**config.mk**
```make
export PLATFORM = sky130hd
export DESIGN_NAME = env_param_regs
export DESIGN_NICKNAME = d
export VERILOG_FILES = /design/src/design/env_cfg_pkg.sv /design/src/design/env_param_regs.sv
export SDC_FILE = /design/constraint.sdc
export NUM_CORES = 1
export LEC_CHECK = 0
export BUFFER_PORTS_ARGS = -buffer_cell sky130_fd_sc_hd__clkbuf_2
export CORE_ASPECT_RATIO = 0.6
export CORE_MARGIN = 2
export CORE_UTILIZATION = 43
export CTS_CLUSTER_SIZE = 28
export DETAILED_ROUTE_END_ITERATION = 10
export PLACE_DENSITY_LB_ADDON = 0.25
export SLEW_MARGIN = 20
export SYNTH_ARGS = -nofsm -noshare
export SYNTH_HDL_FRONTEND = slang
export SYNTH_SLANG_ARGS = --single-unit
```
**constraint.sdc**
```tcl
create_clock -name sCLK_XVXENVS -period 5.5 [get_ports sCLK_XVXENVS]
set_clock_uncertainty 0.1 [all_clocks]
set_input_delay 0.275 -clock sCLK_XVXENVS [delete_from_list [all_inputs] [get_ports sCLK_XVXENVS]]
set_output_delay 0.275 -clock sCLK_XVXENVS [all_outputs]
set_load 0.01 [all_outputs]
```
**src/design/env_cfg_pkg.sv**
```systemverilog
// envelope configuration package: register address map and segment numbering
`default_nettype none

package env_cfg_pkg;

    localparam int ADDR_W  = 7;
    localparam int DATA_W  = 8;
    localparam int NUM_SEG = 4;

    // segment index into the rate/level registers
    localparam logic [1:0] SEG_ATTACK  = 2'd0;
    localparam logic [1:0] SEG_DECAY1  = 2'd1;
    localparam logic [1:0] SEG_DECAY2  = 2'd2;  // level of this one is the sustain level
    localparam logic [1:0] SEG_RELEASE = 2'd3;

    // bus address, flat or split into envelope/kind/segment
    typedef union packed {
        logic [ADDR_W-1:0] addr;
        struct packed {
            logic [3:0] env_idx;
            logic       is_level;  // set for level, clear for rate
            logic [1:0] seg;
        } f;
    } param_addr_u;

endpackage

`default_nettype wire
```
**src/design/env_param_regs.sv**
```systemverilog
// envelope parameter registers: bus write/readback and per-slot rate/level fetch
`timescale 1ns/1ps
`default_nettype none

module env_param_regs #(
    parameter int V_ENVS = 8,
    localparam int E_W = (V_ENVS > 1) ? $clog2(V_ENVS) : 1
) (
    input  logic                              sCLK_XVXENVS,
    input  logic                              reset_reg_N,
    input  logic                              write,
    input  logic                              read,
    input  logic [env_cfg_pkg::ADDR_W-1:0]    adr,
    input  logic [env_cfg_pkg::DATA_W-1:0]    wr_data,
    output logic [env_cfg_pkg::DATA_W-1:0]    rd_data,
    input  logic [E_W-1:0]                    slot_env,
    output logic [env_cfg_pkg::NUM_SEG-1:0][env_cfg_pkg::DATA_W-1:0] seg_rate,
    output logic [env_cfg_pkg::NUM_SEG-1:0][env_cfg_pkg::DATA_W-1:0] seg_level
);

    localparam int DW = env_cfg_pkg::DATA_W;
    localparam int NS = env_cfg_pkg::NUM_SEG;

    logic [DW-1:0] rate_r [V_ENVS][NS];
    logic [DW-1:0] level_r [V_ENVS][NS];
    env_cfg_pkg::param_addr_u pa;
    logic [E_W-1:0] bus_env;
    logic env_ok;

    assign pa.addr = adr;
    assign bus_env = pa.f.env_idx[E_W-1:0];
    assign env_ok  = int'(pa.f.env_idx) < V_ENVS;  // upper envelopes unmapped

    always_ff @(posedge sCLK_XVXENVS or negedge reset_reg_N) begin
        if (!reset_reg_N) begin
            for (int e = 0; e < V_ENVS; e++) begin
                for (int s = 0; s < NS; s++) begin
                    rate_r[e][s]  <= '0;
                    level_r[e][s] <= '0;
                end
            end
            rd_data <= '0;
        end else begin
            if (write && env_ok) begin
                if (pa.f.is_level)
                    level_r[bus_env][pa.f.seg] <= wr_data;
                else
                    rate_r[bus_env][pa.f.seg] <= wr_data;
            end
            if (read) begin
                if (!env_ok)
                    rd_data <= '0;
                else if (pa.f.is_level)
                    rd_data <= level_r[bus_env][pa.f.seg];
                else
                    rd_data <= rate_r[bus_env][pa.f.seg];
            end
        end
    end

    // lines up with rd_state of the same slot
    always_ff @(posedge sCLK_XVXENVS) begin
        for (int s = 0; s < NS; s++) begin
            seg_rate[s]  <= rate_r[slot_env][s];
            seg_level[s] <= level_r[slot_env][s];
        end
    end

    a_no_rw_clash: assert property (
        @(posedge sCLK_XVXENVS) disable iff (!reset_reg_N) !(write && read)
    ) else $error("env_param_regs: write and read strobes high together");

endmodule

`default_nettype wire

```
==> out/metrics.cfg <==
[outcome]
status = finished, final reports clean

[sta]
worstMarginPinSlew_ns = 1.245
maxSlewViolCount = 0
layout_setup_ws_ns = 2.423
post-route-period-util_pct = 55.95
fin_crit_ns = 3.077
max-slew-margin-rel_pct = 16.86
hold_ws_ns = 0.06879
hold_violations = 0
fin_setup_tns_ns = 0
finalSetupViolCount = 0
grt_setup_unrepaired = false
fmax_mhz = 325.0

[route]
drc = 0
drtIter0Drc = 2340
routed_wl_um = 94850
antenna_left = 0
drt-pass1-iter-count = 6
vias = 19605
wire_per_inst_um = 31.44
vias_per_cell = 6.498

[critical_path]
crit_buf_inv = 2
worstPathRequired_ns = 5.95
endpoint_kind = register
critPathMaxFanout = 77
rrSetupSlack_ns = 3.21
cp.arrival_ns = 3.53
crit_family = simple AND/OR/NAND/NOR gates
start_kind = input pin
cp_slowest_cell = nor2b_1
max_stage_delay_ns = 1.00
crit_type = in -> reg
worstPathCellList = clkbuf_8 > buf_4 > nor2b_1 > a221oi_1 > o21ai_0 > a31oi_1 > nor3_1

[clocking]
h-tree-depth = 2
clock_path_buffers = 3
clock_sinks = 584
clock-root-buffer = clkbuf_16
clock_latency_ns = 0.65
cts_setup_buffers = 0
cts_resized = 0
cts_hold_buf = 1
clkTransAtPathRegs_ns = 0.07
numCtsBuffers = 55
cts_tree = yes

[floorplan]
die_y_um = 205.8
core_area_um2 = 66680
io_pins = 94
initial_core_util_pct = 43.77
core.rowCount = 73
die_area_um2 = 70040
fp.dieW_um = 340.3

[global_routing]
grt_max_degree = 160
grt.total_usage_pct = 27.29
first_global_vias = 19642
grt_overflow = 0
antenna_found_initial = 2
grt_pass1_wl_um = 140600

[logic_synthesis]
synth.avg_cell_area_um2 = 14.33
synth_top_cell_by_area = dfrtp_1
synthCells = 2036
synth_area_leaders = dfrtp_1, mux2_2, mux4_2, dfxtp_1, mux2i_1
ys_ff_latch = 584
synth_nets = 2058
dominantRegCellSynth = dfrtp_1
seq_area_frac_synth_pct = 48.98
async_reset_ff_share_pct = 89.04
synth_area_um2 = 29180
synth_top_area_share_pct = 44.59
ys.warnings.count = 0
ys_types = 66
synth_edf_count = 0

[final_layout]
area_growth_syn_to_layout_pct = 10.78
nNetsFinal = 2090
layout-drive-gt1-share_pct = 50.69
utilization_pct = 48.49
stdcell_area_um2 = 32330

[placed_design]
routabilityCongestion = 0.9795
placed_area_um2 = 30410
port_buffers = 93
pre_cts_ws_ns = 1.976
hpwl_um = 62270

[min_path]
hp-class = in -> reg

[flow_run]
cap_violations = 0

[power_and_ir_drop]
power.density_nw_per_um2 = 322.1
ir_worst_vdd_v = 0.0002416
p_leak_nw = 14.68

-- state kept, by name (all words and copies together), names as in the netlist --
register / cells
seg_level: 32
rate_r: 256
level_r: 256
rd_data: 8
seg_rate: 32
-- worst paths after layout --
path,start,endpoint,cells after the start
max,adr[3],rd_data[3],7
max in group asynchronous,reset_reg_N,rate_r[177],3
min,read,rd_data[5],4
min reg2reg,rate_r[159],rate_r[159],1
min in group asynchronous,reset_reg_N,level_r[190],2
max reg2reg,rate_r[172],rd_data[4],6
-- synthesized netlist by cell type (all sizes together) (11+ instances only) --
master  number
a21oi       36
a221o       11
a221oi      47
a22o        11
a22oi       31
buf         87
clkbuf      76
dfrtp      520
dfxtp       64
mux2       624
mux2i       65
mux4       163
nand2       73
nor2        82
nor2b       15
o21ai       21
o22ai       13
-- cells in the final DEF, fill, tap and decap left out, types with 8 or more instances in the layout --
master | synthesis | routed
a21oi_1 | 36 | 36
a221o_1 | 11 | 11
a221oi_1 | 46 | 46
a22o_1 | 11 | 11
a22oi_1 | 30 | 30
buf_4 | 7 | 43
clkbuf_1 | 76 | 10
clkbuf_16 | 0 | 55
clkbuf_2 | 0 | 85
clkbuf_8 | 0 | 20
clkinv_2 | 0 | 8
dfrtp_1 | 520 | 520
dfxtp_1 | 64 | 64
mux2_2 | 620 | 620
mux2i_1 | 65 | 65
mux4_2 | 163 | 163
nand2_1 | 69 | 69
nand3_1 | 9 | 9
nor2_1 | 45 | 45
nor2_2 | 37 | 37
nor2b_1 | 15 | 12
o21ai_0 | 21 | 21
o22ai_1 | 13 | 13
-- routing by layer --
layer | wire length, um | part of all wire [%] | GRT usage [%]
met5 | 0 | 0 | 0
met4 | 2207 | 2.3 | 6.875
met3 | 10740 | 11 | 8.888
met2 | 38740 | 41 | 36.75
met1 | 43160 | 46 | 41.80
-- layout make-up --
class | count | area, um^2
clock inverter | 20 | 227.7
multi-input combinational | 1282 | 14080
timing repair buffer | 138 | 898.4
tap | 900 | 1126
clock buffer | 84 | 1675
sequential | 584 | 14290
fill | 5839 | 34350
antenna | 2 | 5.005
inverter | 7 | 26.28
-- stage by stage --
stage / cells / power [W]
finish: 3017 / 0.01041
global route: 3016 / 0.01079
CTS: 3015 / 0.01046
detailed placement: 2910 / 0.006397
global placement: 2910 / 0.006357
floorplan: 2036 / 0.005818
-- logic make-up (layout without fill, tap and decap cells) --
logic type | count (synthesis) | in the layout | share of synthesized area [%]
buffers and inverters | 170 | 249 | 2.808
other | 0 | 2 | 0
AOI/OAI and AO/OA | 229 | 229 | 5.934
and+or+nand+nor | 201 | 201 | 3.357
muxes | 852 | 852 | 38.92
DFF | 584 | 584 | 48.98
-- worst min-delay path, cell delays in order --
cell and delay (ns):
clkbuf_2 0.22, nor2b_1 0.12, nor2_1 0.09, a211oi_1 0.05
-- power by group --
part	internal (W)	leakage, nW	switching [W]	total (W)
combinational	0.000662	6.14	0.000748	0.00141
sequential	0.00465	7.60	0.000284	0.00494
clock	0.00229	0.940	0.00178	0.00407
total	0.00761	14.7	0.00281	0.0104
No activity file was read; power rests on OpenSTA's default activity.
