[src/design/env_state_pkg.sv]
// envelope state package: phase encoding and fixed-point level format
`default_nettype none

package env_state_pkg;

    typedef enum logic [3:0] {
        IDLE,
        ATTACK,
        HOLD1,
        DECAY1,
        HOLD2,
        DECAY2,
        SUSTAIN,
        RELEASE,
        DONE
    } env_phase_e;

    localparam int LEVEL_W   = 37;
    localparam int FRAC_W    = 29;  // integer level sits above this
    localparam int NUM_SHIFT = 22;

    // phase, level, step, start level
    localparam int STATE_W = 4 + LEVEL_W + LEVEL_W + 8;

endpackage

`default_nettype wire

[src/design/env_cfg_pkg.sv]
// envelope configuration package: register address map and segment numbering
`default_nettype none

package env_cfg_pkg;

    localparam int ADDR_W  = 7;
    localparam int DATA_W  = 8;
    localparam int NUM_SEG = 4;

    // segment index into the rate/level registers
    localparam logic [1:0] SEG_ATTACK  = 2'd0;
    localparam logic [1:0] SEG_DECAY1  = 2'd1;
    localparam logic [1:0] SEG_DECAY2  = 2'd2;  // level of this one is the sustain level
    localparam logic [1:0] SEG_RELEASE = 2'd3;

    // bus address, flat or split into envelope/kind/segment
    typedef union packed {
        logic [ADDR_W-1:0] addr;
        struct packed {
            logic [3:0] env_idx;
            logic       is_level;  // set for level, clear for rate
            logic [1:0] seg;
        } f;
    } param_addr_u;

endpackage

`default_nettype wire
[src/design/env_step_engine.sv]
// envelope step engine: per-slot phase FSM, ramp step divider, level output
`timescale 1ns/1ps
`default_nettype none

module env_step_engine #(
    parameter int VOICES   = 8,
    parameter int V_ENVS   = 8,
    parameter int MAIN_ENV = 1,
    localparam int V_W = (VOICES > 1) ? $clog2(VOICES) : 1,
    localparam int E_W = (V_ENVS > 1) ? $clog2(V_ENVS) : 1,
    localparam int SW  = env_state_pkg::STATE_W
) (
    input  logic              sCLK_XVXENVS,
    input  logic              reset_reg_N,
    input  logic              slot_go,
    input  logic              init_wr,
    input  logic [V_W-1:0]    slot_voice,
    input  logic [E_W-1:0]    slot_env,
    input  logic [SW-1:0]     rd_state,
    input  logic [env_cfg_pkg::NUM_SEG-1:0][env_cfg_pkg::DATA_W-1:0] seg_rate,
    input  logic [env_cfg_pkg::NUM_SEG-1:0][env_cfg_pkg::DATA_W-1:0] seg_level,
    input  logic [VOICES-1:0] keys_on,
    output logic              wr_en,
    output logic [V_W-1:0]    wr_voice,
    output logic [E_W-1:0]    wr_env,
    output logic [SW-1:0]     wr_state,
    output logic [7:0]        level_out,
    output logic [V_W-1:0]    level_voice,
    output logic [E_W-1:0]    level_env,
    output logic              level_valid,
    output logic [VOICES-1:0] voice_free
);

    localparam int LW = env_state_pkg::LEVEL_W;
    localparam int FW = env_state_pkg::FRAC_W;

    logic go_d;
    logic init_d;
    logic [V_W-1:0] voice_d;
    logic [E_W-1:0] env_d;
    env_state_pkg::env_phase_e ph, n_ph, ramp_next;
    logic signed [LW-1:0] lvl, stp, sum, tgt, sus_lvl;
    logic signed [LW-1:0] n_lvl, n_stp;
    logic signed [LW-1:0] ent_diff, ent_den, ent_step;
    logic [7:0] start, n_start, ent_start;
    logic [1:0] ramp_seg, ent_seg;
    logic key, reached;

    assign ph    = env_state_pkg::env_phase_e'(rd_state[SW-1 -: 4]);
    assign lvl   = rd_state[SW-5 -: LW];
    assign stp   = rd_state[8 +: LW];
    assign start = rd_state[7:0];
    assign key   = keys_on[voice_d];

    always_comb begin
        ramp_seg  = env_cfg_pkg::SEG_RELEASE;
        ramp_next = env_state_pkg::DONE;
        case (ph)
            env_state_pkg::ATTACK: begin
                ramp_seg  = env_cfg_pkg::SEG_ATTACK;
                ramp_next = env_state_pkg::HOLD1;
            end
            env_state_pkg::DECAY1: begin
                ramp_seg  = env_cfg_pkg::SEG_DECAY1;
                ramp_next = env_state_pkg::HOLD2;
            end
            env_state_pkg::DECAY2: begin
                ramp_seg  = env_cfg_pkg::SEG_DECAY2;
                ramp_next = env_state_pkg::SUSTAIN;
            end
            default: ;
        endcase
    end

    // segment that would be entered from this phase
    always_comb begin
        case (ph)
            env_state_pkg::IDLE, env_state_pkg::DONE: ent_seg = env_cfg_pkg::SEG_ATTACK;
            env_state_pkg::HOLD1: ent_seg = key ? env_cfg_pkg::SEG_DECAY1 : env_cfg_pkg::SEG_RELEASE;
            env_state_pkg::HOLD2: ent_seg = key ? env_cfg_pkg::SEG_DECAY2 : env_cfg_pkg::SEG_RELEASE;
            default: ent_seg = env_cfg_pkg::SEG_RELEASE;
        endcase
    end

    assign ent_start = lvl[LW-1:FW];
    assign ent_diff  = LW'(seg_level[ent_seg][6:0]) - LW'(ent_start);
    assign ent_den   = (seg_rate[ent_seg] == '0) ? LW'(1)
                     : LW'(seg_rate[ent_seg] * seg_rate[ent_seg]);  // rate squared
    assign ent_step  = (ent_diff <<< env_state_pkg::NUM_SHIFT) / ent_den;

    assign tgt     = LW'(seg_level[ramp_seg][6:0]) << FW;
    assign sus_lvl = LW'(seg_level[env_cfg_pkg::SEG_DECAY2][6:0]) << FW;
    assign sum     = lvl + stp;
    assign reached = (seg_rate[ramp_seg] == '0) || (stp[LW-1] ? (sum <= tgt) : (sum >= tgt));

    always_comb begin
        n_ph    = ph;
        n_lvl   = lvl;
        n_stp   = stp;
        n_start = start;
        case (ph)
            env_state_pkg::IDLE, env_state_pkg::DONE: begin
                if (key) begin
                    n_ph    = env_state_pkg::ATTACK;
                    n_stp   = ent_step;
                    n_start = ent_start;
                end else if (ph == env_state_pkg::IDLE) begin
                    n_lvl = '0;
                end
            end
            env_state_pkg::ATTACK, env_state_pkg::DECAY1, env_state_pkg::DECAY2,
            env_state_pkg::RELEASE: begin
                if (!key && ph != env_state_pkg::RELEASE) begin
                    n_ph    = env_state_pkg::RELEASE;
                    n_stp   = ent_step;
                    n_start = ent_start;
                end else if (reached) begin
                    n_lvl = tgt;  // clamp onto the target
                    n_ph  = ramp_next;
                end else begin
                    n_lvl = sum;
                end
            end
            env_state_pkg::HOLD1, env_state_pkg::HOLD2: begin
                if (!key)
                    n_ph = env_state_pkg::RELEASE;
                else
                    n_ph = (ph == env_state_pkg::HOLD1) ? env_state_pkg::DECAY1
                                                         : env_state_pkg::DECAY2;
                n_stp   = ent_step;
                n_start = ent_start;
            end
            env_state_pkg::SUSTAIN: begin
                if (key) begin
                    n_lvl = sus_lvl;
                end else begin
                    n_ph    = env_state_pkg::RELEASE;
                    n_stp   = ent_step;
                    n_start = ent_start;
                end
            end
            default: begin
                n_ph  = env_state_pkg::IDLE;
                n_lvl = '0;
            end
        endcase
    end

    always_ff @(posedge sCLK_XVXENVS or negedge reset_reg_N) begin
        if (!reset_reg_N) begin
            go_d        <= 1'b0;
            init_d      <= 1'b0;
            voice_d     <= '0;
            env_d       <= '0;
            wr_en       <= 1'b0;
            level_valid <= 1'b0;
            voice_free  <= '1;
        end else begin
            go_d        <= slot_go;
            init_d      <= init_wr;
            voice_d     <= slot_voice;
            env_d       <= slot_env;
            wr_en       <= go_d | init_d;
            level_valid <= go_d;
            if (go_d && env_d == E_W'(MAIN_ENV))
                voice_free[voice_d] <= (n_ph == env_state_pkg::IDLE) ||
                                       (n_ph == env_state_pkg::DONE);
        end
    end

    always_ff @(posedge sCLK_XVXENVS) begin
        wr_voice    <= voice_d;
        wr_env      <= env_d;
        level_voice <= voice_d;
        level_env   <= env_d;
        level_out   <= n_lvl[LW-1:FW];
        if (init_d)
            wr_state <= {env_state_pkg::IDLE, {(SW-4){1'b0}}};  // cleared slot
        else
            wr_state <= {n_ph, n_lvl, n_stp, n_start};
    end

    a_level_range: assert property (
        @(posedge sCLK_XVXENVS) disable iff (!reset_reg_N) level_valid |-> level_out <= 8'd127
    ) else $error("env_step_engine: level_out above 127");

endmodule

`default_nettype wire

[config.mk]
export PLATFORM = sky130hd
export DESIGN_NAME = env_step_engine
export DESIGN_NICKNAME = d
export VERILOG_FILES = /design/src/design/env_state_pkg.sv /design/src/design/env_cfg_pkg.sv /design/src/design/env_step_engine.sv
export SDC_FILE = /design/constraint.sdc
export NUM_CORES = 2
export LEC_CHECK = 0
export CORE_MARGIN = 1.5
export CORE_UTILIZATION = 55
export CTS_BUF_LIST = sky130_fd_sc_hd__clkbuf_8
export DETAILED_ROUTE_END_ITERATION = 10
export DONT_BUFFER_PORTS = 1
export PLACE_DENSITY = 0.76
export SKIP_CTS_REPAIR_TIMING = 1
export SLEW_MARGIN = 20
export SYNTH_ARGS = -nofsm -noshare
export SYNTH_HDL_FRONTEND = slang
export SYNTH_SLANG_ARGS = --single-unit
[constraint.sdc]
create_clock -name sCLK_XVXENVS -period 156.9 [get_ports sCLK_XVXENVS]
set_input_delay 31.38 -clock sCLK_XVXENVS [delete_from_list [all_inputs] [get_ports sCLK_XVXENVS]]
set_output_delay 31.38 -clock sCLK_XVXENVS [all_outputs]
set_load 0.1 [all_outputs]
==> results.md <==
- Status: completed
- Setup TNS: 0 ns
- CP max stage delay: 1.01 ns
- Clock Path Buffers: 2
- RSZ-0062 raised after global routing: false
- Crit path to: wr_state[44]
- Startpoint types: input pin
- Worst-Margin Slew: ~1.2 ns
- Mux cell area share after synthesis: 5.11%
- Gate Count Post-Synth: 6907
- Pin count of the biggest net entering global routing: between 40 and 50
- Routed len/inst: around 23 um
- Setup CP Type: in -> reg
- Average size of a mapped cell: 6.87 um2
- Sequential share of the synthesized area: 5.19%
- Final period utilization: 94.7%
- Post-synth top flop: dfxtp_1
- Simple-Gate Fraction of Synth Area: 26.7%
- Worst hold path type: reg -> reg
- Area delta synth->final: 3.14%
- Global placement routability congestion: 1.04
- Clk_skew: approximately 0.032 ns
- Remaining antenna violation count: 0
- Vias in the first global route: 49.4k
- CTS tree: done
- CP max stage cell: o21ai_0
- HPWL Detailed: 140 mm
- Die width: just under 300 um
- Max_cap viols: 0
- Vias per cell: 6.87
- Worst path required time: 157.38 ns
- Core occupancy in the finished layout: ~57%
- Tot GR Track Use: roughly two fifths
- Final Max Tran Viols: 0
- Post-Synth XOR/XNOR Area: 9.74%
- First drt pass iteration count: 7
- Compound-gate portion of the synthesized area: 34.5%
- Vias: 54.3k
- Initial Util: a little under three fifths
- Grt ovf: 0
- Die area: approximately 88000 um2
- Synth Warn #: 0
- Reg2reg end: wr_state[44]
- Final WL: 181 mm
- Initial antenna violation count: 11
- Site Rows: 107
- I/O pin count: 284
- Number of synthesized flops with an enable pin: 0
- Max transition margin: 17.6%
- H-tree depth: 4
- Crit-path most repeated cell: a21oi_1
- Root buffer cell: clkbuf_8
- Synthesis-stage register bit count: 118
- Largest family of logic cells by synthesized area: compound AO/OA/AOI/OAI gates
- First-iteration detailed-routing DRC count: around 6.3k
- Reg2Reg Depth: approximately 510
- Post-synthesis cell area: 47400 um2
- Later-pin clock latency in the skew report: 0.61 ns
- DRC: 0
- Core ar.: approximately 85000 um2
- Crit. Startpoint: keys_on[5]
- Clk sinks: 118
- Max Freq: 0.00673 GHz
- FILL cells: 8258
- Setup violations, final: 0
- Max Fanout on Critical Path: 28
- Distinct cells, synth: 147
- Port bufs: 0
- Arr. time, crit path: 149.14 ns
- First-pass GRT wire length: 277 mm
- Nets: ~7.4k
- Ys async rst share: 15.3%
- Tmin final: 148.66 ns
- DIE HEIGHT: between 200 and 300 um
- Origin of the critical flop-to-flop path: voice_d[0]
- Area share of fa/ha/maj cells after synthesis: 14.3%
- CP endpoint kind: flip-flop
- Proportion of layout cells with a drive suffix above 1: between 7 and 8%
- Final hold viol count: 0
- R2r setup slk: ~38 ns
- TritonCTS Buffers: 17
- Worst-path clk slew: between 0.1 and 0.15 ns
-- registers in the layout, summed over array words and instances, names as in the netlist --
signal       flops
level_voice      3
go_d             1
env_d            3
level_env        3
level_out        8
level_valid      1
init_d           1
wr_state        86
voice_free       8
voice_d          3
wr_en            1
-- placed cells by master (no fill, tap or decap), types with 29 or more instances in the layout --
cell	synthesis	layout
o211ai_1	42	42
nor4_1	51	50
ha_1	499	499
nor2_1	685	680
o21bai_1	95	95
a211oi_1	68	68
nand2_1	667	652
o21ai_0	405	401
and3_1	83	83
mux2_2	125	125
a31oi_1	104	104
nand4_1	94	94
or3_1	57	57
nand3_1	177	174
nand2b_1	137	136
a22oi_1	42	42
and2_1	78	77
o31ai_1	51	51
o21ai_1	45	45
a2111oi_0	29	29
a21o_1	265	265
xor2_1	177	177
dfxtp_1	100	94
nor3_1	167	164
nor2b_1	109	109
or2_2	46	47
xnor2_1	337	337
inv_1	256	254
a21oi_1	747	747
o21a_1	90	89
or4_1	33	33
mux2i_1	80	79
o2111ai_1	31	31
buf_4	16	77
-- worst max-delay path, delay by kind of cell --
| family | cells | cell delay [ns] |
|---|---|---|
| fa+ha+maj | 39 | 14.66 |
| xor+xnor | 2 | 0.50 |
| mux | 15 | 5.34 |
| compound gates | 257 | 56.84 |
| buf+inv | 26 | 5.51 |
| simple gates | 170 | 34.54 |
-- per-stage QoR --
stage / cells / area [um2] / hold slack (ns) / setup WS, ns
2_1_floorplan: 6912 / 47500 / 0.339 / 23.24
3_3_place_gp: 7860 / 48400 / 0.426 / 8.85
3_5_place_dp: 7860 / 48400 / 0.428 / 7.88
4_1_cts: 7892 / 48900 / 0.450 / 8.04
5_1_grt: 7896 / 48900 / 0.456 / 0.0110
6_report: 7898 / 48900 / 0.419 / 8.24
-- metal layers --
layer  GRT usage, %  up-vias  share of wire [%]
met5          0.665        -              0.089
met4           18.8       20                5.4
met3           11.3      590                 13
met2           61.1     3138                 42
met1           50.6    25011                 40
li1               -    25493                  -
-- synthesized netlist by cell type, types with 167 or more instances --
library cell  count  area (um2)
nand3_1         177         886
ha_1            499        6240
clkbuf_1        190         713
xnor2_1         337        2950
nor3_1          167         836
o21ai_0         405        2030
nor2_1          685        2570
inv_1           256         961
a21o_1          265        1990
nand2_1         667        2500
a21oi_1         747        3740
xor2_1          177        1550
-- worst min-delay path by stage --
stage,startpoint,cells after the start,slack [ns],to
after floorplan,env_d[0],0,0.34,level_env[0]
after global placement,env_d[0],0,0.43,level_env[0]
after detailed placement,env_d[0],0,0.43,level_env[0]
after CTS,env_d[0],0,0.45,level_env[0]
after global routing,env_d[0],0,0.46,level_env[0]
final,env_d[0],0,0.42,level_env[0]
-- final cells by class --
class | instances | area (um2) | area share, %
Multi-Input combinational cell | 6266 | 43000 | 88.0
Sequential cell | 118 | 2470 | 5.05
Tap cell | 1144 | 1430 | 2.93
Inverter | 257 | 968 | 1.98
Timing Repair Buffer | 78 | 589 | 1.20
Clock buffer | 18 | 248 | 0.506
Clock inverter | 14 | 174 | 0.355
Antenna cell | 3 | 7.51 | 0.0153
-- logic make-up (layout without fill, tap and decap cells) --
group / after synthesis / count (layout)
and+or+nand+nor: 2544 / 2546
AOI/OAI and AO/OA: 2451 / 2451
buffers and inverters: 530 / 367
adders and majority gates: 526 / 526
xor gates and xnor gates: 521 / 521
muxes: 216 / 216
DFF: 118 / 118
other: 1 / 9
Power is left out: the tool's default activity adds up to more than one toggle a clock period on the data nets, which glitch-free logic cannot reach.
