## config.mk

```make
export PLATFORM = sky130hd
export DESIGN_NAME = env_slot_sequencer
export DESIGN_NICKNAME = d
export VERILOG_FILES = /design/src/design/env_slot_sequencer.sv
export SDC_FILE = /design/constraint.sdc
export NUM_CORES = 1
export LEC_CHECK = 0
export BUFFER_PORTS_ARGS = -buffer_cell sky130_fd_sc_hd__buf_2
export CORE_AREA = 5 5 42 44
export DETAILED_ROUTE_END_ITERATION = 10
export DIE_AREA = 0 0 47 49
export PLACE_DENSITY = 0.5
export SYNTH_ARGS = -nofsm -noshare
export SYNTH_HDL_FRONTEND = slang
export SYNTH_SLANG_ARGS = --single-unit
```

## constraint.sdc

```tcl
create_clock -name sCLK_XVXENVS -period 3.3 [get_ports sCLK_XVXENVS]
set_clock_uncertainty 0.15 [all_clocks]
set_input_delay 0.66 -clock sCLK_XVXENVS [delete_from_list [all_inputs] [get_ports sCLK_XVXENVS]]
set_output_delay 0.66 -clock sCLK_XVXENVS [all_outputs]
set_load 0.1 [all_outputs]
```

## src/design/env_slot_sequencer.sv

```systemverilog
// slot sequencer: one init sweep over all slots, then round-robin stepping
`timescale 1ns/1ps
`default_nettype none

module env_slot_sequencer #(
    parameter int VOICES = 8,
    parameter int V_ENVS = 8,
    localparam int V_W = (VOICES > 1) ? $clog2(VOICES) : 1,
    localparam int E_W = (V_ENVS > 1) ? $clog2(V_ENVS) : 1
) (
    input  logic           sCLK_XVXENVS,
    input  logic           reset_reg_N,
    output logic [V_W-1:0] slot_voice,
    output logic [E_W-1:0] slot_env,
    output logic           slot_go,
    output logic           init_wr
);

    logic last_env;
    logic last_voice;

    assign last_env   = slot_env == E_W'(V_ENVS - 1);
    assign last_voice = slot_voice == V_W'(VOICES - 1);

    always_ff @(posedge sCLK_XVXENVS or negedge reset_reg_N) begin
        if (!reset_reg_N) begin
            slot_voice <= '0;
            slot_env   <= '0;
            slot_go    <= 1'b0;
            init_wr    <= 1'b1;  // sweep starts right out of reset
        end else if (last_env) begin
            slot_env   <= '0;
            slot_voice <= last_voice ? '0 : slot_voice + 1'b1;
            if (last_voice) begin
                init_wr <= 1'b0;
                slot_go <= 1'b1;
            end
        end else begin
            slot_env <= slot_env + 1'b1;  // envelope index fastest
        end
    end

    a_env_range: assert property (
        @(posedge sCLK_XVXENVS) disable iff (!reset_reg_N) int'(slot_env) < V_ENVS
    ) else $error("env_slot_sequencer: slot_env out of range");

endmodule

`default_nettype wire

```

==> results of run 1 <==
-- worst register-to-register path, stage by stage (launching register included) --
cell     delay, ns
dfrtp_1       0.39
ha_1          0.16
ha_1          0.29
mux2_2        0.37
-- how the worst max path moves through the flow --
stage	slack (ns)	depth (start not counted)	startpoint	end
detailed placement	1.56	1	init_wr$_DFFE_PN1P_	init_wr
global placement	1.57	1	init_wr$_DFFE_PN1P_	init_wr
global route	1.28	1	init_wr$_DFFE_PN1P_	init_wr
floorplan	1.24	3	slot_env[0]$_DFF_PN0_	slot_voice[2]$_DFFE_PN0N_
CTS	1.29	1	init_wr$_DFFE_PN1P_	init_wr
finish	1.29	1	init_wr$_DFFE_PN1P_	init_wr
-- metrics by stage --
| stage | instances | area (sq um) | hold slack (ns) | util (%) |
|---|---|---|---|---|
| 4_1_cts | 48 | 401.6 | 0.07867 | 28.66 |
| 3_3_place_gp | 44 | 375.4 | 0.2849 | 26.79 |
| 3_5_place_dp | 44 | 375.4 | 0.2947 | 26.79 |
| 6_report | 48 | 401.6 | 0.08035 | 28.66 |
| 2_1_floorplan | 19 | 310.3 | 0.2144 | - |
| 5_1_grt | 48 | 401.6 | 0.09040 | 28.66 |
-- per-layer routing --
layer	track usage (%)	part of all wire (%)	up-vias
li1	-	-	95
met5	0	0	-
met2	7.240	41	10
met1	7.449	49	101
met4	4.147	0	0
met3	2.214	9.6	0
-- state kept, by name (all words and copies together), names as in the netlist --
name        flops
slot_voice      3
slot_env        3
init_wr         1
slot_go         1
-- cells by family (layout without fill, tap and decap cells) --
| kind of cell | count (synthesis) | count (layout) | synth area share (%) |
|---|---|---|---|
| AO/OA/AOI/OAI | 2 | 2 | 5.243 |
| AND/OR/NAND/NOR | 2 | 2 | 3.226 |
| multiplexers | 3 | 3 | 10.48 |
| adder cells (fa/ha/maj) | 4 | 4 | 16.13 |
| flip-flops | 8 | 8 | 64.92 |
| buffers and inverters | 0 | 13 | 0 |
-- cell type report --
cell class	instances	area, sq um	area share [%]
multi-input cells	11	108.9	27.10
well taps	16	20.02	4.984
repair buffers	9	45.04	11.21
flip-flops and latches	8	201.4	50.16
clock buffers	4	26.28	6.542
-- placed cells by master (no fill, tap or decap) --
master    count
ha_1          4
dfstp_2       1
mux2_2        2
clkbuf_1      1
nor2_1        1
a21o_2        1
nand2b_1      1
mux2i_1       1
buf_2         9
clkbuf_4      3
dfrtp_1       7
a21boi_0      1
-- power breakdown --
part           internal, W  switching, W   total (W)
combinational  0.000000439    0.00000183  0.00000227
clock            0.0000464     0.0000363   0.0000827
sequential       0.0000982             0   0.0000982
==> flow_metrics.env, run 1 <==
export IMPL_maxCapViolCount=0
export IMPL_grt_first_pass_wirelength_um=945
export IMPL_yosys_top_cells_area="dfrtp_1 56%, ha_1 16%, dfstp_2 8.5%"
export IMPL_cts_setup_buffers=0
export IMPL_grt_pass1_vias=214
export IMPL_r2r_end="slot_voice[1]$_DFFE_PN0N_"
export IMPL_hold_viol=0
export IMPL_grt_overflow_total=0
export IMPL_die_w_um=47
export IMPL_die_h_um=49
export IMPL_place_congestion=0.6221
export IMPL_cp_cell_sequence="buf_2"
export IMPL_synthCells=19
export IMPL_yosysWarnings=0
export IMPL_syn_cell_area_sq_um=310.3
export IMPL_rsz0062_at_grt="false"
export IMPL_cts_path_max_buffers=2
export IMPL_cts_tree="yes"
export IMPL_clk_pin_slew_ns=0.06
export IMPL_post_drt_wl_per_cell_um=11.71
export IMPL_wirelength_um=562
export IMPL_cts_htree_levels=1
export IMPL_hp_class="in2async"
export IMPL_synth_cell_type_count=9
export IMPL_path_class="reg2out"
export IMPL_start_util_pct=22.14
export IMPL_num_vias=206
export IMPL_drt_iter0_drc=0
export IMPL_netlist_area_leader_share_pct=56.45
export IMPL_io_buffers=9
export IMPL_period_minus_slack_ns=2.006
export IMPL_core_sq_um=1401
export IMPL_cpPeakStageDelay_ns=0.52
export IMPL_place_ws_ns=1.562
export IMPL_n_antenna_cell=0
export IMPL_timing_fmax_mhz=498.6
export IMPL_tns_ns=0
export IMPL_fillers=155
export IMPL_worstMarginPinSlew_ns=0.4937
export IMPL_max_vdd_ir_drop_mv=0.1809
export IMPL_cpMaxStageDelayCell="dfstp_2"
export IMPL_synth_common_cells="7 x dfrtp_1, 4 x ha_1, 2 x mux2_2"
export IMPL_critPathMaxFanout=2
export IMPL_final_nets=39
export IMPL_powerDensity_nw_per_um2=455.9
export IMPL_rows=14
export IMPL_reg2reg_from="slot_env[0]$_DFF_PN0_"
export IMPL_worstPathArrival_ns=1.20
export IMPL_path_delay_family="flip-flops"
export IMPL_layout_setup_ws_ns=1.294
export IMPL_drv_slew=0
export IMPL_area_growth_pct=29.44
export IMPL_cp_required_ns=2.49
export IMPL_grt_use_total_pct=5.682
export IMPL_async_reset_ff_share_pct=100.0
export IMPL_synth_edf_count=0
export IMPL_antenna_found_initial=0
export IMPL_ctsRootBufferMaster="clkbuf_4"
export IMPL_synth_ff_type="dfrtp_1"
export IMPL_r2r_cells=3
export IMPL_fin_crit_sh_pct=60.78
export IMPL_p_total_w=0.0001831
export IMPL_ys_seq_area_share_pct=64.92
export IMPL_clkLatencyLatePin_ns=0.26
export IMPL_synth_seq_cells=8
export IMPL_drive_gt1_share_pct=50.00
export IMPL_setup_violations=0
export IMPL_first_pass_iters=1
export IMPL_crit_buf_inv=1
export IMPL_status="finished, final reports clean"
export IMPL_clock_sinks=8
export IMPL_p_leak_nw=0.1996
export IMPL_syn_nets=25
export IMPL_drc_errors=0
export IMPL_antenna_left=0
export IMPL_yosysTopAreaCell="dfrtp_1"
export IMPL_synthMostInstantiatedCell="dfrtp_1"
export IMPL_avgViaCountPerCell=4.292
export IMPL_post_synth_cell_area_avg_sq_um=16.33
export IMPL_cts_resized=0
export IMPL_reg2reg_slack_ns=1.82
export IMPL_postCtsHoldBufs=0
export IMPL_die_area_sq_um=2303
export IMPL_relSlewSlack_pct=67.31
export IMPL_crit_path_end_kind="output port"
export IMPL_ios=10
export IMPL_numCtsBuffers=3
export IMPL_grt_max_degree=9
export IMPL_startpoint_type="flip-flop"
export IMPL_hpwl_um=421.6
Note: power is estimated with default switching activity, not from simulation.
==> run 2: changes to the inputs <==
--- a/config.mk
+++ b/config.mk
@@ -9,7 +9,7 @@
 export CORE_AREA = 5 5 42 44
 export DETAILED_ROUTE_END_ITERATION = 10
 export DIE_AREA = 0 0 47 49
-export PLACE_DENSITY = 0.5
+export PLACE_DENSITY = 0.51
 export SYNTH_ARGS = -nofsm -noshare
 export SYNTH_HDL_FRONTEND = slang
 export SYNTH_SLANG_ARGS = --single-unit
==> constraint.sdc (replaced) <==
create_clock -name sCLK_XVXENVS -period 1.65 [get_ports sCLK_XVXENVS]
set_clock_uncertainty 0.15 [all_clocks]
set_input_delay 0.33 -clock sCLK_XVXENVS [delete_from_list [all_inputs] [get_ports sCLK_XVXENVS]]
set_output_delay 0.33 -clock sCLK_XVXENVS [all_outputs]
set_load 0.1 [all_outputs]
==> run 2 against run 1 <==
Combinational power rose to 2.7 times the previous value. Register-to-register slack got worse by 1.7 ns. Setup slack got worse by 1.2 ns. Wire length rose by 6.4%. Design area rose by 11%. Non-clock buffer count rose by 1. Critical path type unchanged. Critical endpoint is now slot_voice[0]. Largest cell class unchanged. Largest power group unchanged. Highest routed layer unchanged.
==> flow_metrics.env, run 2 (synthesis results as in run 1) <==
export IMPL_status="finished, final reports clean"
export IMPL_dpl_cell_area_sq_um=407.9
export IMPL_p_leak_nw=0.1970
export IMPL_die_w_um=47
export IMPL_grt_overflow_total=0
export IMPL_wirelength_um=598
export IMPL_relSlewSlack_pct=67.67
export IMPL_drc_errors=0
export IMPL_clk_pin_slew_ns=0.06
export IMPL_startpoint_type="flip-flop"
export IMPL_cp_cell_sequence="buf_2"
export IMPL_clkLatencyLatePin_ns=0.26
export IMPL_crit_path_end_kind="output port"
export IMPL_reg2reg_from="slot_voice[0]$_DFFE_PN0N_"
export IMPL_worstMarginPinSlew_ns=0.4884
export IMPL_cp_required_ns=1.17
export IMPL_period_minus_slack_ns=1.583
export IMPL_crit_start="slot_voice[0]$_DFFE_PN0N_"
export IMPL_first_pass_iters=2
export IMPL_rows=14
export IMPL_io_buffers=9
export IMPL_power_switching_share_pct=20.86
export IMPL_setup_violations=0
export IMPL_pwr_share_seq_pct=53.3
export IMPL_post_drt_wl_per_cell_um=12.20
export IMPL_mostFrequentLayoutCells="8 x buf_2, 3 x ha_1, 3 x clkbuf_4, 3 x dfrtp_4, 3 x dfrtp_2"
export IMPL_numCtsBuffers=3
export IMPL_area_growth_pct=43.14
export IMPL_power_frac_clock_pct=45.1
export IMPL_intPower_w=0.0002915
export IMPL_postLayoutCoreUtil_pct=31.70
export IMPL_antenna_left=0
export IMPL_cts_setup_buffers=0
export IMPL_endpoint="slot_voice[0]"
export IMPL_r2r_cells=3
export IMPL_grt_max_degree=9
export IMPL_num_vias=206
export IMPL_die_area_sq_um=2303
export IMPL_drive_gt1_share_pct=69.70
export IMPL_cts_resized=0
export IMPL_avgViaCountPerCell=4.204
export IMPL_reg2reg_slack_ns=0.16
export IMPL_place_inst=44
export IMPL_ios=10
export IMPL_n_antenna_cell=0
export IMPL_cts_htree_levels=1
export IMPL_hold_viol=0
export IMPL_cts_path_max_buffers=2
export IMPL_drt_iter0_drc=1
export IMPL_grt_pass1_vias=216
export IMPL_antenna_found_initial=0
export IMPL_cp_depth=1
export IMPL_start_util_pct=22.14
export IMPL_clock_sinks=8
export IMPL_reg_top3="slot_env x3, slot_voice x3"
export IMPL_path_delay_family="flip-flops"
export IMPL_fillers=146
export IMPL_postCtsHoldBufs=1
export IMPL_maxCapViolCount=0
export IMPL_crit_buf_inv=1
export IMPL_final_common_cell="buf_2"
export IMPL_grt_first_pass_wirelength_um=931
export IMPL_final_nets=40
export IMPL_combPwrFrac_pct=1.7
export IMPL_tns_ns=0
export IMPL_ctsRootBufferMaster="clkbuf_4"
export IMPL_timing_fmax_mhz=631.6
export IMPL_multi_input_area_sq_um=111.4
export IMPL_drv_slew=0
export IMPL_register_area_sq_um=216.5
export IMPL_r2r_end="slot_voice[2]$_DFFE_PN0N_"
export IMPL_cts_tree="yes"
export IMPL_hp_class="in2async"
export IMPL_max_vdd_ir_drop_mv=0.2742
export IMPL_cpMaxStageDelayCell="dfrtp_4"
export IMPL_cpPeakStageDelay_ns=0.42
export IMPL_fin_area_sq_um=444.2
export IMPL_rsz0062_at_grt="false"
export IMPL_powerDensity_nw_per_um2=829.2
export IMPL_critPathMaxFanout=3
export IMPL_switchingPower_w=0.00007683
export IMPL_path_class="reg2out"
export IMPL_core_sq_um=1401
export IMPL_place_congestion=0.6418
export IMPL_grt_use_total_pct=6.175
export IMPL_die_h_um=49
export IMPL_fin_crit_sh_pct=95.96
export IMPL_stdcell_count=49
export IMPL_hpwl_um=466.5
export IMPL_worstPathArrival_ns=1.10
run 2: changes by cell type in the layout (fill, tap and decap cells not counted), sizes merged:
| cell | previous run | this run |
|---|---|---|
| dlygate4sd3 | 0 | 1 |
run 2: stage by stage:
step	setup WS, ns	power [W]	hold slack [ns]
floorplan	0.01318	0.0002000	-0.1156
global placement	0.2027	0.0002043	0.02231
detailed placement	0.1669	0.0002047	0.03086
CTS	0.05039	0.0003782	0.2815
global route	0.04154	0.0003824	0.2981
finish	0.06671	0.0003683	0.2847
run 2: worst min-delay path by stage:
| stage | from | to | slack (ns) |
|---|---|---|---|
| after detailed placement | reset_reg_N | slot_voice[0]$_DFFE_PN0N_ | 0.03 |
| after floorplan | reset_reg_N | slot_env[2]$_DFF_PN0_ | -0.12 |
| final | reset_reg_N | slot_voice[0]$_DFFE_PN0N_ | 0.28 |
| after global routing | reset_reg_N | slot_voice[0]$_DFFE_PN0N_ | 0.30 |
| after CTS | reset_reg_N | slot_voice[0]$_DFFE_PN0N_ | 0.28 |
| after global placement | reset_reg_N | slot_voice[0]$_DFFE_PN0N_ | 0.02 |
run 2: cell type report:
cell class / instances / share of cell area (%)
tap: 16 / 4.507
sequential: 8 / 48.73
clock buffer: 4 / 5.915
timing repair buffer: 10 / 15.77
multi-input combinational: 11 / 25.07
run 2: per-layer routing:
layer	routed length [um]	share of wire, %	GRT usage, %	up-vias
met3	49	8.2	2.214	0
met2	307	51	8.824	5
met1	240	40	6.081	104
met5	0	0	0	-
met4	0	0	6.912	0
li1	-	-	-	97
run 2: power by group through the flow:
stage                     logic (W)  clock network (W)  registers, W
floorplan           0.0000000000491                  0      0.000200
global placement         0.00000440                  0      0.000200
detailed placement       0.00000481                  0      0.000200
CTS                      0.00000659           0.000176      0.000196
global route             0.00000741           0.000179      0.000196
finish                   0.00000618           0.000166      0.000196
